<file path="src/source/cache_pkg.sv">
package cache_pkg;

	// Data word and word address widths
	localparam int WORD_BITS = 32;
	localparam int ADDR_BITS = 32;

	// Destination register index
	localparam int RD_BITS = 5;

	// Warp number carried with every request
	localparam int WARP_BITS = 4;

	// Per-lane memory operation
	typedef enum logic [0:0] {
		MEM_LOAD  = 1'b0,
		MEM_STORE = 1'b1
	} mem_op_t;

	// Four-phase handshake progress
	// HS_IDLE waits for work, HS_ACK holds the strobe high,
	// HS_WAIT_DROP lets the far side finish its half of the exchange
	typedef enum logic [1:0] {
		HS_IDLE      = 2'd0,
		HS_ACK       = 2'd1,
		HS_WAIT_DROP = 2'd2
	} hs_state_t;

endpackage

</file>
<file path="src/source/req_fifo.sv">
`timescale 1ns/1ps

module req_fifo #(
	parameter int WIDTH = 8,
	parameter int DEPTH = 4
) (
	input  logic             clk,
	input  logic             reset,
	input  logic             push,
	input  logic [WIDTH-1:0] in_data,
	input  logic             pop,
	output logic [WIDTH-1:0] out_data,
	output logic             empty,
	output logic             full
);

	localparam int PTR_BITS = (DEPTH > 1) ? $clog2(DEPTH) : 1;
	localparam int CNT_BITS = $clog2(DEPTH + 1);

	logic [WIDTH-1:0]    entries [DEPTH];
	logic [PTR_BITS-1:0] rd_ptr;
	logic [PTR_BITS-1:0] wr_ptr;
	logic [CNT_BITS-1:0] count;
	logic                push_ok;
	logic                pop_ok;

	assign push_ok = push && !full;
	assign pop_ok  = pop && !empty;

	assign empty    = (count == '0);
	assign full     = (count == CNT_BITS'(DEPTH));
	assign out_data = entries[rd_ptr];

	// Pointers wrap at DEPTH so any depth works
	always_ff @(posedge clk) begin
		if (reset) begin
			rd_ptr <= '0;
			wr_ptr <= '0;
			count  <= '0;
		end else begin
			if (push_ok) begin
				wr_ptr <= (wr_ptr == PTR_BITS'(DEPTH - 1)) ? '0 : wr_ptr + 1'b1;
			end
			if (pop_ok) begin
				rd_ptr <= (rd_ptr == PTR_BITS'(DEPTH - 1)) ? '0 : rd_ptr + 1'b1;
			end
			if (push_ok && !pop_ok) begin
				count <= count + 1'b1;
			end else if (pop_ok && !push_ok) begin
				count <= count - 1'b1;
			end
		end
	end

	always_ff @(posedge clk) begin
		if (push_ok) begin
			entries[wr_ptr] <= in_data;
		end
	end

endmodule

</file>
<file path="src/source/core_req_accept.sv">
`timescale 1ns/1ps

module core_req_accept #(
	parameter int NUM_LANES = 4
) (
	input  logic                                            clk,
	input  logic                                            reset,

	// Core side
	input  logic                                            core_req,
	output logic                                            core_ack,
	input  logic [NUM_LANES-1:0]                            lane_valid,
	input  logic [NUM_LANES-1:0]                            lane_op,
	input  logic [NUM_LANES-1:0][cache_pkg::ADDR_BITS-1:0]  lane_addr,
	input  logic [NUM_LANES-1:0][cache_pkg::WORD_BITS-1:0]  lane_wdata,
	input  logic [cache_pkg::RD_BITS-1:0]                   rd,
	input  logic [cache_pkg::WARP_BITS-1:0]                 warp,

	// Request queue side
	input  logic                                            full,
	output logic                                            push,
	output logic [NUM_LANES-1:0]                            push_lane_valid,
	output logic [NUM_LANES-1:0]                            push_lane_op,
	output logic [NUM_LANES-1:0][cache_pkg::ADDR_BITS-1:0]  push_lane_addr,
	output logic [NUM_LANES-1:0][cache_pkg::WORD_BITS-1:0]  push_lane_wdata,
	output logic [cache_pkg::RD_BITS-1:0]                   push_rd,
	output logic [cache_pkg::WARP_BITS-1:0]                 push_warp
);

	import cache_pkg::*;

	hs_state_t state;

	// Store the request in the one idle cycle where space is free
	assign push     = (state == HS_IDLE) && core_req && !full;
	assign core_ack = (state == HS_ACK);

	// The core keeps the fields stable until it sees core_ack
	assign push_lane_valid = lane_valid;
	assign push_lane_op    = lane_op;
	assign push_lane_addr  = lane_addr;
	assign push_lane_wdata = lane_wdata;
	assign push_rd         = rd;
	assign push_warp       = warp;

	always_ff @(posedge clk) begin
		if (reset) begin
			state <= HS_IDLE;
		end else begin
			case (state)
				HS_IDLE: begin
					if (push) begin
						state <= HS_ACK;
					end
				end
				HS_ACK: begin
					if (!core_req) begin
						state <= HS_WAIT_DROP;
					end
				end
				// core_ack is already low here, one spare cycle before the next request
				HS_WAIT_DROP: begin
					state <= HS_IDLE;
				end
				default: begin
					state <= HS_IDLE;
				end
			endcase
		end
	end

endmodule

</file>
<file path="src/source/cache_req_queue.sv">
`timescale 1ns/1ps

module cache_req_queue #(
	parameter int  NUM_LANES  = 4,
	parameter int  REQQ_DEPTH = 4,
	localparam int TID_BITS   = (NUM_LANES > 1) ? $clog2(NUM_LANES) : 1
) (
	input  logic                                            clk,
	input  logic                                            reset,

	// Enqueue side
	input  logic                                            push,
	input  logic [NUM_LANES-1:0]                            lane_valid,
	input  logic [NUM_LANES-1:0]                            lane_op,
	input  logic [NUM_LANES-1:0][cache_pkg::ADDR_BITS-1:0]  lane_addr,
	input  logic [NUM_LANES-1:0][cache_pkg::WORD_BITS-1:0]  lane_wdata,
	input  logic [cache_pkg::RD_BITS-1:0]                   rd,
	input  logic [cache_pkg::WARP_BITS-1:0]                 warp,
	output logic                                            full,

	// Single-lane issue to the bank
	output logic                                            issue_valid,
	output logic [TID_BITS-1:0]                             issue_tid,
	output cache_pkg::mem_op_t                              issue_op,
	output logic [cache_pkg::ADDR_BITS-1:0]                 issue_addr,
	output logic [cache_pkg::WORD_BITS-1:0]                 issue_wdata,
	output logic [cache_pkg::RD_BITS-1:0]                   issue_rd,
	output logic [cache_pkg::WARP_BITS-1:0]                 issue_warp,
	input  logic                                            issue_ready
);

	import cache_pkg::*;

	localparam int FIFO_BITS = NUM_LANES * (2 + ADDR_BITS + WORD_BITS) + RD_BITS + WARP_BITS;

	logic [NUM_LANES-1:0]                 head_valid;
	logic [NUM_LANES-1:0]                 head_op;
	logic [NUM_LANES-1:0][ADDR_BITS-1:0]  head_addr;
	logic [NUM_LANES-1:0][WORD_BITS-1:0]  head_wdata;
	logic [RD_BITS-1:0]                   head_rd;
	logic [WARP_BITS-1:0]                 head_warp;
	logic                                 fifo_empty;

	// Lane register, the request currently being serialized
	logic [NUM_LANES-1:0]                 use_valid;
	logic [NUM_LANES-1:0]                 use_op;
	logic [NUM_LANES-1:0][ADDR_BITS-1:0]  use_addr;
	logic [NUM_LANES-1:0][WORD_BITS-1:0]  use_wdata;
	logic [RD_BITS-1:0]                   use_rd;
	logic [WARP_BITS-1:0]                 use_warp;

	logic                                 use_empty;
	logic                                 pop;
	logic [TID_BITS-1:0]                  sel_tid;

	req_fifo #(
		.WIDTH (FIFO_BITS),
		.DEPTH (REQQ_DEPTH)
	) reqq_fifo (
		.clk      (clk),
		.reset    (reset),
		.push     (push),
		.in_data  ({lane_valid, lane_op, lane_addr, lane_wdata, rd, warp}),
		.pop      (pop),
		.out_data ({head_valid, head_op, head_addr, head_wdata, head_rd, head_warp}),
		.empty    (fifo_empty),
		.full     (full)
	);

	assign use_empty = ~|use_valid;
	assign pop       = use_empty && !fifo_empty;

	// Lowest valid lane wins
	always_comb begin
		sel_tid = '0;
		for (int i = NUM_LANES - 1; i >= 0; i--) begin
			if (use_valid[i]) begin
				sel_tid = TID_BITS'(i);
			end
		end
	end

	assign issue_valid = !use_empty;
	assign issue_tid   = sel_tid;
	assign issue_op    = mem_op_t'(use_op[sel_tid]);
	assign issue_addr  = use_addr[sel_tid];
	assign issue_wdata = use_wdata[sel_tid];
	assign issue_rd    = use_rd;
	assign issue_warp  = use_warp;

	// An all-zero lane_valid loads as an empty register and is gone next cycle
	always_ff @(posedge clk) begin
		if (reset) begin
			use_valid <= '0;
		end else if (pop) begin
			use_valid <= head_valid;
		end else if (issue_valid && issue_ready) begin
			use_valid[sel_tid] <= 1'b0;
		end
	end

	always_ff @(posedge clk) begin
		if (pop) begin
			use_op    <= head_op;
			use_addr  <= head_addr;
			use_wdata <= head_wdata;
			use_rd    <= head_rd;
			use_warp  <= head_warp;
		end
	end

endmodule

</file>
<file path="src/source/bank_data_store.sv">
`timescale 1ns/1ps

module bank_data_store #(
	parameter int BANK_WORDS = 64,
	parameter int TID_BITS   = 2
) (
	input  logic                             clk,
	input  logic                             reset,

	// Access from the request queue
	input  logic                             issue_valid,
	input  logic [TID_BITS-1:0]              issue_tid,
	input  cache_pkg::mem_op_t               issue_op,
	input  logic [cache_pkg::ADDR_BITS-1:0]  issue_addr,
	input  logic [cache_pkg::WORD_BITS-1:0]  issue_wdata,
	input  logic [cache_pkg::RD_BITS-1:0]    issue_rd,
	input  logic [cache_pkg::WARP_BITS-1:0]  issue_warp,
	output logic                             issue_ready,

	// Load results
	output logic                             load_valid,
	output logic [TID_BITS-1:0]              load_tid,
	output logic [cache_pkg::WORD_BITS-1:0]  load_data,
	output logic [cache_pkg::RD_BITS-1:0]    load_rd,
	output logic [cache_pkg::WARP_BITS-1:0]  load_warp,
	input  logic                             load_ready
);

	import cache_pkg::*;

	localparam int IDX_BITS = (BANK_WORDS > 1) ? $clog2(BANK_WORDS) : 1;

	logic [WORD_BITS-1:0] mem [BANK_WORDS];
	logic [IDX_BITS-1:0]  idx;
	logic                 accept;

	// Access register, one entry
	logic                 out_valid;
	mem_op_t              out_op;
	logic                 out_load;

	assign idx = IDX_BITS'(issue_addr % BANK_WORDS);

	// A held store never blocks, only an unclaimed load does
	assign out_load    = out_valid && (out_op == MEM_LOAD);
	assign issue_ready = !out_load || load_ready;
	assign accept      = issue_valid && issue_ready;

	assign load_valid = out_load;

	always_ff @(posedge clk) begin
		if (reset) begin
			out_valid <= 1'b0;
		end else if (issue_ready) begin
			out_valid <= issue_valid;
		end
	end

	always_ff @(posedge clk) begin
		if (accept) begin
			out_op    <= issue_op;
			load_tid  <= issue_tid;
			load_data <= mem[idx];
			load_rd   <= issue_rd;
			load_warp <= issue_warp;
		end
	end

	// Write lands at the accept edge; a later load reads the new word
	always_ff @(posedge clk) begin
		if (accept && (issue_op == MEM_STORE)) begin
			mem[idx] <= issue_wdata;
		end
	end

endmodule

</file>
<file path="src/source/core_rsp_send.sv">
`timescale 1ns/1ps

module core_rsp_send #(
	parameter int  NUM_LANES = 4,
	localparam int TID_BITS  = (NUM_LANES > 1) ? $clog2(NUM_LANES) : 1
) (
	input  logic                             clk,
	input  logic                             reset,

	// From the bank
	input  logic                             load_valid,
	input  logic [TID_BITS-1:0]              load_tid,
	input  logic [cache_pkg::WORD_BITS-1:0]  load_data,
	input  logic [cache_pkg::RD_BITS-1:0]    load_rd,
	input  logic [cache_pkg::WARP_BITS-1:0]  load_warp,
	output logic                             load_ready,

	// Core response handshake
	output logic                             rsp_req,
	output logic [TID_BITS-1:0]              rsp_tid,
	output logic [cache_pkg::WORD_BITS-1:0]  rsp_data,
	output logic [cache_pkg::RD_BITS-1:0]    rsp_rd,
	output logic [cache_pkg::WARP_BITS-1:0]  rsp_warp,
	input  logic                             rsp_ack
);

	import cache_pkg::*;

	hs_state_t state;
	logic      buf_full;

	assign load_ready = (state == HS_IDLE) && !buf_full;
	assign rsp_req    = (state == HS_ACK);

	always_ff @(posedge clk) begin
		if (reset) begin
			state    <= HS_IDLE;
			buf_full <= 1'b0;
		end else begin
			case (state)
				HS_IDLE: begin
					if (load_valid && load_ready) begin
						buf_full <= 1'b1;
					end else if (buf_full && !rsp_ack) begin
						state <= HS_ACK;
					end
				end
				HS_ACK: begin
					if (rsp_ack) begin
						state <= HS_WAIT_DROP;
					end
				end
				// Buffer stays put until the core lets go of rsp_ack
				HS_WAIT_DROP: begin
					if (!rsp_ack) begin
						state    <= HS_IDLE;
						buf_full <= 1'b0;
					end
				end
				default: begin
					state <= HS_IDLE;
				end
			endcase
		end
	end

	always_ff @(posedge clk) begin
		if (load_valid && load_ready) begin
			rsp_tid  <= load_tid;
			rsp_data <= load_data;
			rsp_rd   <= load_rd;
			rsp_warp <= load_warp;
		end
	end

endmodule

</file>
<file path="src/source/cache_bank_top.sv">
`timescale 1ns/1ps

module cache_bank_top #(
	parameter int  NUM_LANES  = 4,
	parameter int  REQQ_DEPTH = 4,
	parameter int  BANK_WORDS = 64,
	localparam int TID_BITS   = (NUM_LANES > 1) ? $clog2(NUM_LANES) : 1
) (
	input  logic                                            clk,
	input  logic                                            reset,

	// Core request, four-phase
	input  logic                                            core_req,
	output logic                                            core_ack,
	input  logic [NUM_LANES-1:0]                            lane_valid,
	input  logic [NUM_LANES-1:0]                            lane_op,
	input  logic [NUM_LANES-1:0][cache_pkg::ADDR_BITS-1:0]  lane_addr,
	input  logic [NUM_LANES-1:0][cache_pkg::WORD_BITS-1:0]  lane_wdata,
	input  logic [cache_pkg::RD_BITS-1:0]                   rd,
	input  logic [cache_pkg::WARP_BITS-1:0]                 warp,

	// Core response, four-phase
	output logic                                            rsp_req,
	output logic [TID_BITS-1:0]                             rsp_tid,
	output logic [cache_pkg::WORD_BITS-1:0]                 rsp_data,
	output logic [cache_pkg::RD_BITS-1:0]                   rsp_rd,
	output logic [cache_pkg::WARP_BITS-1:0]                 rsp_warp,
	input  logic                                            rsp_ack
);

	import cache_pkg::*;

	// Accept to queue
	logic                                 push;
	logic                                 full;
	logic [NUM_LANES-1:0]                 push_lane_valid;
	logic [NUM_LANES-1:0]                 push_lane_op;
	logic [NUM_LANES-1:0][ADDR_BITS-1:0]  push_lane_addr;
	logic [NUM_LANES-1:0][WORD_BITS-1:0]  push_lane_wdata;
	logic [RD_BITS-1:0]                   push_rd;
	logic [WARP_BITS-1:0]                 push_warp;

	// Queue to bank
	logic                                 issue_valid;
	logic [TID_BITS-1:0]                  issue_tid;
	mem_op_t                              issue_op;
	logic [ADDR_BITS-1:0]                 issue_addr;
	logic [WORD_BITS-1:0]                 issue_wdata;
	logic [RD_BITS-1:0]                   issue_rd;
	logic [WARP_BITS-1:0]                 issue_warp;
	logic                                 issue_ready;

	// Bank to response buffer
	logic                                 load_valid;
	logic [TID_BITS-1:0]                  load_tid;
	logic [WORD_BITS-1:0]                 load_data;
	logic [RD_BITS-1:0]                   load_rd;
	logic [WARP_BITS-1:0]                 load_warp;
	logic                                 load_ready;

	core_req_accept #(
		.NUM_LANES (NUM_LANES)
	) u_accept (
		.clk             (clk),
		.reset           (reset),
		.core_req        (core_req),
		.core_ack        (core_ack),
		.lane_valid      (lane_valid),
		.lane_op         (lane_op),
		.lane_addr       (lane_addr),
		.lane_wdata      (lane_wdata),
		.rd              (rd),
		.warp            (warp),
		.full            (full),
		.push            (push),
		.push_lane_valid (push_lane_valid),
		.push_lane_op    (push_lane_op),
		.push_lane_addr  (push_lane_addr),
		.push_lane_wdata (push_lane_wdata),
		.push_rd         (push_rd),
		.push_warp       (push_warp)
	);

	cache_req_queue #(
		.NUM_LANES  (NUM_LANES),
		.REQQ_DEPTH (REQQ_DEPTH)
	) u_reqq (
		.clk         (clk),
		.reset       (reset),
		.push        (push),
		.lane_valid  (push_lane_valid),
		.lane_op     (push_lane_op),
		.lane_addr   (push_lane_addr),
		.lane_wdata  (push_lane_wdata),
		.rd          (push_rd),
		.warp        (push_warp),
		.full        (full),
		.issue_valid (issue_valid),
		.issue_tid   (issue_tid),
		.issue_op    (issue_op),
		.issue_addr  (issue_addr),
		.issue_wdata (issue_wdata),
		.issue_rd    (issue_rd),
		.issue_warp  (issue_warp),
		.issue_ready (issue_ready)
	);

	bank_data_store #(
		.BANK_WORDS (BANK_WORDS),
		.TID_BITS   (TID_BITS)
	) u_bank (
		.clk         (clk),
		.reset       (reset),
		.issue_valid (issue_valid),
		.issue_tid   (issue_tid),
		.issue_op    (issue_op),
		.issue_addr  (issue_addr),
		.issue_wdata (issue_wdata),
		.issue_rd    (issue_rd),
		.issue_warp  (issue_warp),
		.issue_ready (issue_ready),
		.load_valid  (load_valid),
		.load_tid    (load_tid),
		.load_data   (load_data),
		.load_rd     (load_rd),
		.load_warp   (load_warp),
		.load_ready  (load_ready)
	);

	core_rsp_send #(
		.NUM_LANES (NUM_LANES)
	) u_rsp (
		.clk        (clk),
		.reset      (reset),
		.load_valid (load_valid),
		.load_tid   (load_tid),
		.load_data  (load_data),
		.load_rd    (load_rd),
		.load_warp  (load_warp),
		.load_ready (load_ready),
		.rsp_req    (rsp_req),
		.rsp_tid    (rsp_tid),
		.rsp_data   (rsp_data),
		.rsp_rd     (rsp_rd),
		.rsp_warp   (rsp_warp),
		.rsp_ack    (rsp_ack)
	);

endmodule

</file>
<file path="config.mk">
export PLATFORM = sky130hd
export DESIGN_NAME = cache_bank_top
export DESIGN_NICKNAME = d
export VERILOG_FILES = /design/src/source/cache_pkg.sv /design/src/source/req_fifo.sv /design/src/source/core_req_accept.sv /design/src/source/cache_req_queue.sv /design/src/source/bank_data_store.sv /design/src/source/core_rsp_send.sv /design/src/source/cache_bank_top.sv
export SDC_FILE = /design/constraint.sdc
export NUM_CORES = 2
export LEC_CHECK = 0
export CAP_MARGIN = 20
export CORE_MARGIN = 2
export CORE_UTILIZATION = 55
export DETAILED_ROUTE_END_ITERATION = 12
export DONT_BUFFER_PORTS = 1
export PLACE_DENSITY = 0.77
export REMOVE_ABC_BUFFERS = 1
export SYNTH_ARGS = -nofsm -noshare
export SYNTH_HDL_FRONTEND = slang
export SYNTH_SLANG_ARGS = --single-unit
</file>
<file path="constraint.sdc">
create_clock -name clk -period 19.5 [get_ports clk]
set_clock_uncertainty 0.15 [all_clocks]
set_input_delay 0.975 -clock clk [delete_from_list [all_inputs] [get_ports clk]]
set_output_delay 0.975 -clock clk [all_outputs]
set_load 0.1 [all_outputs]
</file>
# Word level (Yosys, flattened, before mapping)
# Memory sizes are Yosys's and may differ from the RTL's. A register that Yosys moved wholly into a read port is not among the register bits.
# Index checks and enable logic that the tools add are counted.
[op_classes]
n_addsub = 4
magnitude_cmp = 2
eq_ne = 13
mul = 0
n_reduce_logical = 33
n_bitwise = 3
shift = 0
mux = 35
div_mod_pow = 0
[op_table]
columns = ["cell", "n"]
rows = [
  ["32-bit binary-select mux with 2-bit select", 2],
  ["32-bit 2-to-1 mux", 1],
  ["2-bit 2-to-1 mux", 14],
  ["1-bit logical AND", 14],
  ["2-bit != test (second input constant)", 5],
  ["1-bit zero test", 8],
  ["1-bit 2-to-1 mux", 8],
  ["4-bit 2-to-1 mux", 2],
  ["2-bit equality test (second input constant)", 3],
  ["3-bit 2-to-1 mux", 2],
  ["6-bit 2-to-1 mux", 1],
  ["2-bit one-hot mux with 3 select lines", 1],
  ["2-bit nonzero test", 3],
  ["2-bit by 1-bit adder with 2-bit output (second input constant)", 2],
  ["4-bit bitwise AND", 1],
  ["2-bit by 1-bit equality test with 1-bit output (second input constant)", 2],
  ["2-bit zero test", 2],
  ["2-bit by 1-bit != test with 1-bit output (second input constant)", 2],
  ["4-bit inverter", 1],
  ["2-bit one-hot mux with 2 select lines", 1],
  ["4-bit AND reduction", 1],
  ["4-bit OR reduction", 1],
  ["3-bit by 1-bit adder with 3-bit output (second input constant)", 1],
  ["3-bit equality test (second input constant)", 1],
  ["other kinds (11)", 11],
]
[word_totals]
ff_bits = 341
mem_bits_ro = 0
output_inout_bits = 45
mem_bits_rw = 3140
in_bits = 277
memories = 2
latch_bits = 0
word_cells = 119
[mem_list]
columns = ["name", "words", "width", "read_ports", "rd_ports_with_merged_regs", "write_ports", "line", "text"]
rows = [
  ["u_bank.mem", 64, 32, 1, 1, 1, "bank_data_store.sv:33", "logic [WORD_BITS-1:0] mem [BANK_WORDS];"],
  ["u_reqq.reqq_fifo.entries", 4, 273, 1, 1, 1, "req_fifo.sv:20", "logic [WIDTH-1:0] entries [DEPTH];"],
]

# Logic depth before layout (Yosys ltp)
[depth]
depth_word = 12
depth_mapped = 13
depth_no_buf = 9

# By module
# Synthesis repeated with hierarchy kept, for this count alone.
[unflattened]
cells_unflattened = 6817
area_unflattened_um2 = 133241.5
[by_module_without_submodules]
columns = ["mod", "area_per_inst_um2", "seq_area_each_um2", "instances", "cells_per_inst"]
rows = [
  ["bank_data_store", 79202.2, 62840.3, 1, 4405],
  ["req_fifo", 40168.5, 32971.6, 1, 1476],
  ["cache_req_queue", 10284.9, 8157.8, 1, 597],
  ["core_req_accept", 2144.6, 40.0, 1, 281],
  ["core_rsp_send", 1441.4, 1351.3, 1, 58],
]

# Least setup slack after synthesis
# OpenSTA, ideal clock, no wires.
[synth_path]
path_type = "register -> register"
startpoint = "register u_reqq.use_valid[1]"
endpoint = "register u_reqq.reqq_fifo.count[2]"
n_path_buf = 3
stages_incl_launch_ff = 13
synth_period_minus_slack_ns = 7.645
slack_ns = 11.855
t_required_ns = 19.280
setup_time_ns = 0.070
t_arrival_ns = 7.425
cell_sequence = "dfxtp_1 > buf_2 > buf_2 > nor2_1 > o311a_1 > clkbuf_1 > inv_1 > ha_1 > inv_1 > fa_1 > xor2_1 > or3_1 > a21oi_1"
[synth_via]
elab_chain_cells = 7
elab_cells_between_ends = 9
cone_classes = "1 x mux; 8 x reduce/logical"
[synth_rtl]
columns = ["item", "line", "text"]
rows = [
  ["start: declaration", "cache_req_queue.sv:45", "logic [NUM_LANES-1:0] use_valid;"],
  ["start signal: assignment", "cache_req_queue.sv:96", "use_valid <= head_valid;"],
  ["4-bit OR reduction *", "cache_req_queue.sv:70", "assign use_empty = ~|use_valid;"],
  ["1-bit zero test *", "cache_req_queue.sv:70", ""],
  ["1-bit logical AND *", "cache_req_queue.sv:71", "assign pop = use_empty && !fifo_empty;"],
  ["1-bit logical AND *", "req_fifo.sv:28", "assign pop_ok = pop && !empty;"],
  ["1-bit zero test", "req_fifo.sv:47", "if (push_ok && !pop_ok) begin"],
  ["1-bit logical AND", "req_fifo.sv:47", ""],
  ["3-bit 2-to-1 mux / 2-bit nonzero test (equally long branches)", "--", ""],
  ["end signal: assignment", "req_fifo.sv:48", "count <= count + 1'b1;"],
  ["end signal: assignment", "req_fifo.sv:50", "count <= count - 1'b1;"],
  ["end: declaration", "req_fifo.sv:23", "logic [CNT_BITS-1:0] count;"],
]
# Mark *: on every way between the ends. The rest lies on a longest branch, timed or not.
# A chain may end at the register's enable or synchronous reset.

# Worst setup path in the final report
[layout_path]
startpoint = "register u_reqq.use_valid[1]"
endpoint = "register u_bank.load_data[14] (netlist bit) (read register of u_bank.mem) (data pin)"
[layout_via]
elab_chain_cells = 4
elab_cells_between_ends = 6
cone_classes = "4 x mux; 2 x reduce/logical"
[layout_rtl]
columns = ["item", "line", "text"]
rows = [
  ["2-bit 2-to-1 mux (2 in series)", "cache_req_queue.sv:77", "if (use_valid[i]) begin"],
  ["32-bit binary-select mux with 2-bit select", "cache_req_queue.sv:86", "assign issue_addr = use_addr[sel_tid];"],
  ["6-bit 2-to-1 mux (implied by the code)", "cache_req_queue.sv:86", ""],
  ["end: declaration", "bank_data_store.sv:23", "output logic [cache_pkg::WORD_BITS-1:0] load_data,"],
]
# Parallel ways exist; a longest one is shown, timed or not. The select of a mux whose other input is x is not followed.

==> reports/summary.txt <==
CTS tree = done
Yosys top cell area share = 80.4%
Synth Flop Type = edfxtp_1
Main combinational cell family by area after synthesis = multiplexers
DIE WIDTH = 454 um
Final hold slack = 0.0686 ns
Share of layout cells above drive strength 1 = 25.8%
Clock Latency Late Sink = 0.94 ns
Slowest stage delay, CP = 0.80 ns
RSZ-0062 raised after global routing = false
Grt met1 use = 34.4%
Row count = 165
Antenna viol nets, final = 0
Final setup violating endpoints = 0
Die ar. = 206,000 um2
Largest net degree at the start of global routing = 149
TritonRoute pass-1 iters = 8
# placed instances = 7,360
DRC violations left = 0
CP Cell Sequence = buf_4 > a21oi_1 > a221oi_2 > or2_4 > buf_4 > buf_4 > buf_4 > mux4_2 > a22oi_1 > nand4_1 > or2_2
Post-synthesis compound-gate area fraction = 2.74%
Vias per cell = 6.74
Gr busiest metal = met2
Fill count = 12,600
CTS H-tree lvls = 5
Unique masters post-synth = 56
Synth Area in Simple Gates = 1.68%
Via count = 54,400
Crit end category = flip-flop
Asr flop ratio synth = 0%
Critical Path Fanout Max = 58
First-pass GRT wire length = 397,000 um
Crit path buffers/inverters = 4
GRT Total Usage = 27.2%
DPL Wire Length = 130,000 um
Synthesized area = 111,000 um2
Mux share of post-synthesis cell area = 13.8%
Initial antenna violation count = 36
Synth Area in Adders = 0.0855%
Crit path DAT = 7.32 ns
Fin nets = 5,448
Fin cells = 8,065
Post-synthesis average cell area = 23.3 um2
Die Y = 454 um
Initial drt markers = 7,738
WP data required = 19.97 ns
CP Launch Type = flip-flop
TritonCTS buffer count = 302
Xor/xnor share of the synthesized area = 0.0236%
GR Util met3 = 7.32%
Max Freq = 146 MHz
Total routed wirelength = 278,000 um
Io pins = 322
Synth warn = 0
Most frequent cell after synthesis = edfxtp_1
Synth Instances = 4,779
Number of hold-slack violations in the final timing report = 0
DR WL/cell = 34.5 um
GPL Wtd Cong = 0.777
Sequential fraction of the synthesis area = 80.7%
Critical path's most frequent cell = buf_4
Yosys reg bits = 2,995
Setup tns final = 0 ns
M2 GR Usage = 45.4%
Crit share post-route = 35.1%
Critical-path top delay cell = buf_4
Root Buffer = clkbuf_16
CTS Sinks = 2,995
Max_cap viols = 0
Clock Pin Slew Worst Setup and Hold Paths = 0.06 ns
Max-slew violations = 0
Top cell family by delay on the critical path = buffers and inverters
Worst hold path class = input pin to flip-flop
Fin crit period = 6.85 ns
CTS max path bufs = 4
Critical setup path kind = flip-flop to flip-flop
Outcome = complete, no violations
Core Area = 201,000 um2
Port bufs = 0
Slew @ Worst Pin = 1.18 ns
Most instantiated cells after synthesis = 2,976 x edfxtp_1, 665 x mux4_2, 247 x a22oi_1
Starting Density = 55.2%
Number of synthesized flops with an enable pin = 2,976
Slew HR = 21.1%
Area leader, netlist = edfxtp_1
Synth area leaders = edfxtp_1 80%, mux4_2 13%, a22oi_1 1.7%, nor2_1 0.55%, clkbuf_1 0.40%
Grt ovf = 0
Area Overhead vs Synth = 14.1%
Number of global-route vias before repair = 56,300
==> metrics by stage <==
step	worst slack [ns]	instance area (um2)	utilization [%]
2_1_floorplan	1.88	110000	-
6_report	12.65	127000	63.0
5_1_grt	12.43	127000	63.0
3_5_place_dp	12.80	116000	57.5
4_1_cts	12.77	127000	63.0
3_3_place_gp	12.92	116000	57.4
==> cell families after synthesis <==
kind of cell,after synthesis
compound gates,438
xor+xnor,3
fa+ha+maj,7
buf+inv,260
flops,2995
mux,701
simple gates,375
==> repair_timing <==
action | 4_1_cts | 5_1_grt
hold endpoints to repair | 695 | 0
setup buffers | 0 | 0
hold buffers | 172 | 0
resized for setup | 0 | 0
==> state kept, by name, indices dropped and copies added, names as in the netlist, 3 cells and up, named ones only <==
signal                    count
u_rsp.rsp_warp                4
u_reqq.issue_warp             4
u_reqq.use_addr              24
u_reqq.use_op                 4
u_reqq.issue_rd               5
u_bank.load_rd                5
u_bank.load_warp              4
u_reqq.reqq_fifo.count        3
u_reqq.use_valid              4
u_reqq.reqq_fifo.entries    676
u_bank.load_data             32
u_bank.mem                 2048
u_rsp.rsp_data               32
u_rsp.rsp_rd                  5
u_reqq.use_wdata            128
==> placed cells by master, fill, tap and decap left out, types with 44 or more instances in the layout <==
| master | n |
|---|---|
| edfxtp_1 | 2976 |
| mux4_2 | 665 |
| clkbuf_16 | 308 |
| a22oi_1 | 247 |
| dlygate4sd3_1 | 172 |
| buf_4 | 148 |
| nor2_1 | 90 |
| nor2_4 | 73 |
| clkbuf_1 | 69 |
| nand4_1 | 63 |
| a21oi_1 | 61 |
| clkinv_1 | 51 |
| clkinv_2 | 44 |
==> routing by layer <==
metal  routed length (um)  up-vias  part of all wire, %
met5                  269        -                0.097
met4                10800       40                  3.9
met3                32200      737                   12
met2               141000     3956                   51
met1                93900    28400                   34
li1                     -    21200                    -
==> path summary, 6_finish.rpt <==
path | startpoint | endpoint | slack, ns | cells after the start
max reg2reg | u_reqq.use_valid[1] | u_bank.load_data[14] | 12.65 | 11
min | core_req | u_accept.state[0] | 0.07 | 2
max | u_reqq.use_valid[1] | u_bank.load_data[14] | 12.65 | 11
min reg2reg | u_bank.load_data[14] | u_rsp.rsp_data[14] | 0.23 | 0
==> cell type report <==
class	count	area, um2	area share (%)
clock inverter	141	1320	1.04
clock buffer	380	8010	6.31
antenna	12	30.0	0.0237
multi-input combinational	1524	21400	16.9
tap	2672	3340	2.63
inverter	12	45.0	0.0355
sequential	2995	89800	70.7
timing repair buffer	329	3010	2.37
Power is left out: the tool's default activity adds up to more than one toggle a clock period on the data nets, which glitch-free logic cannot reach.
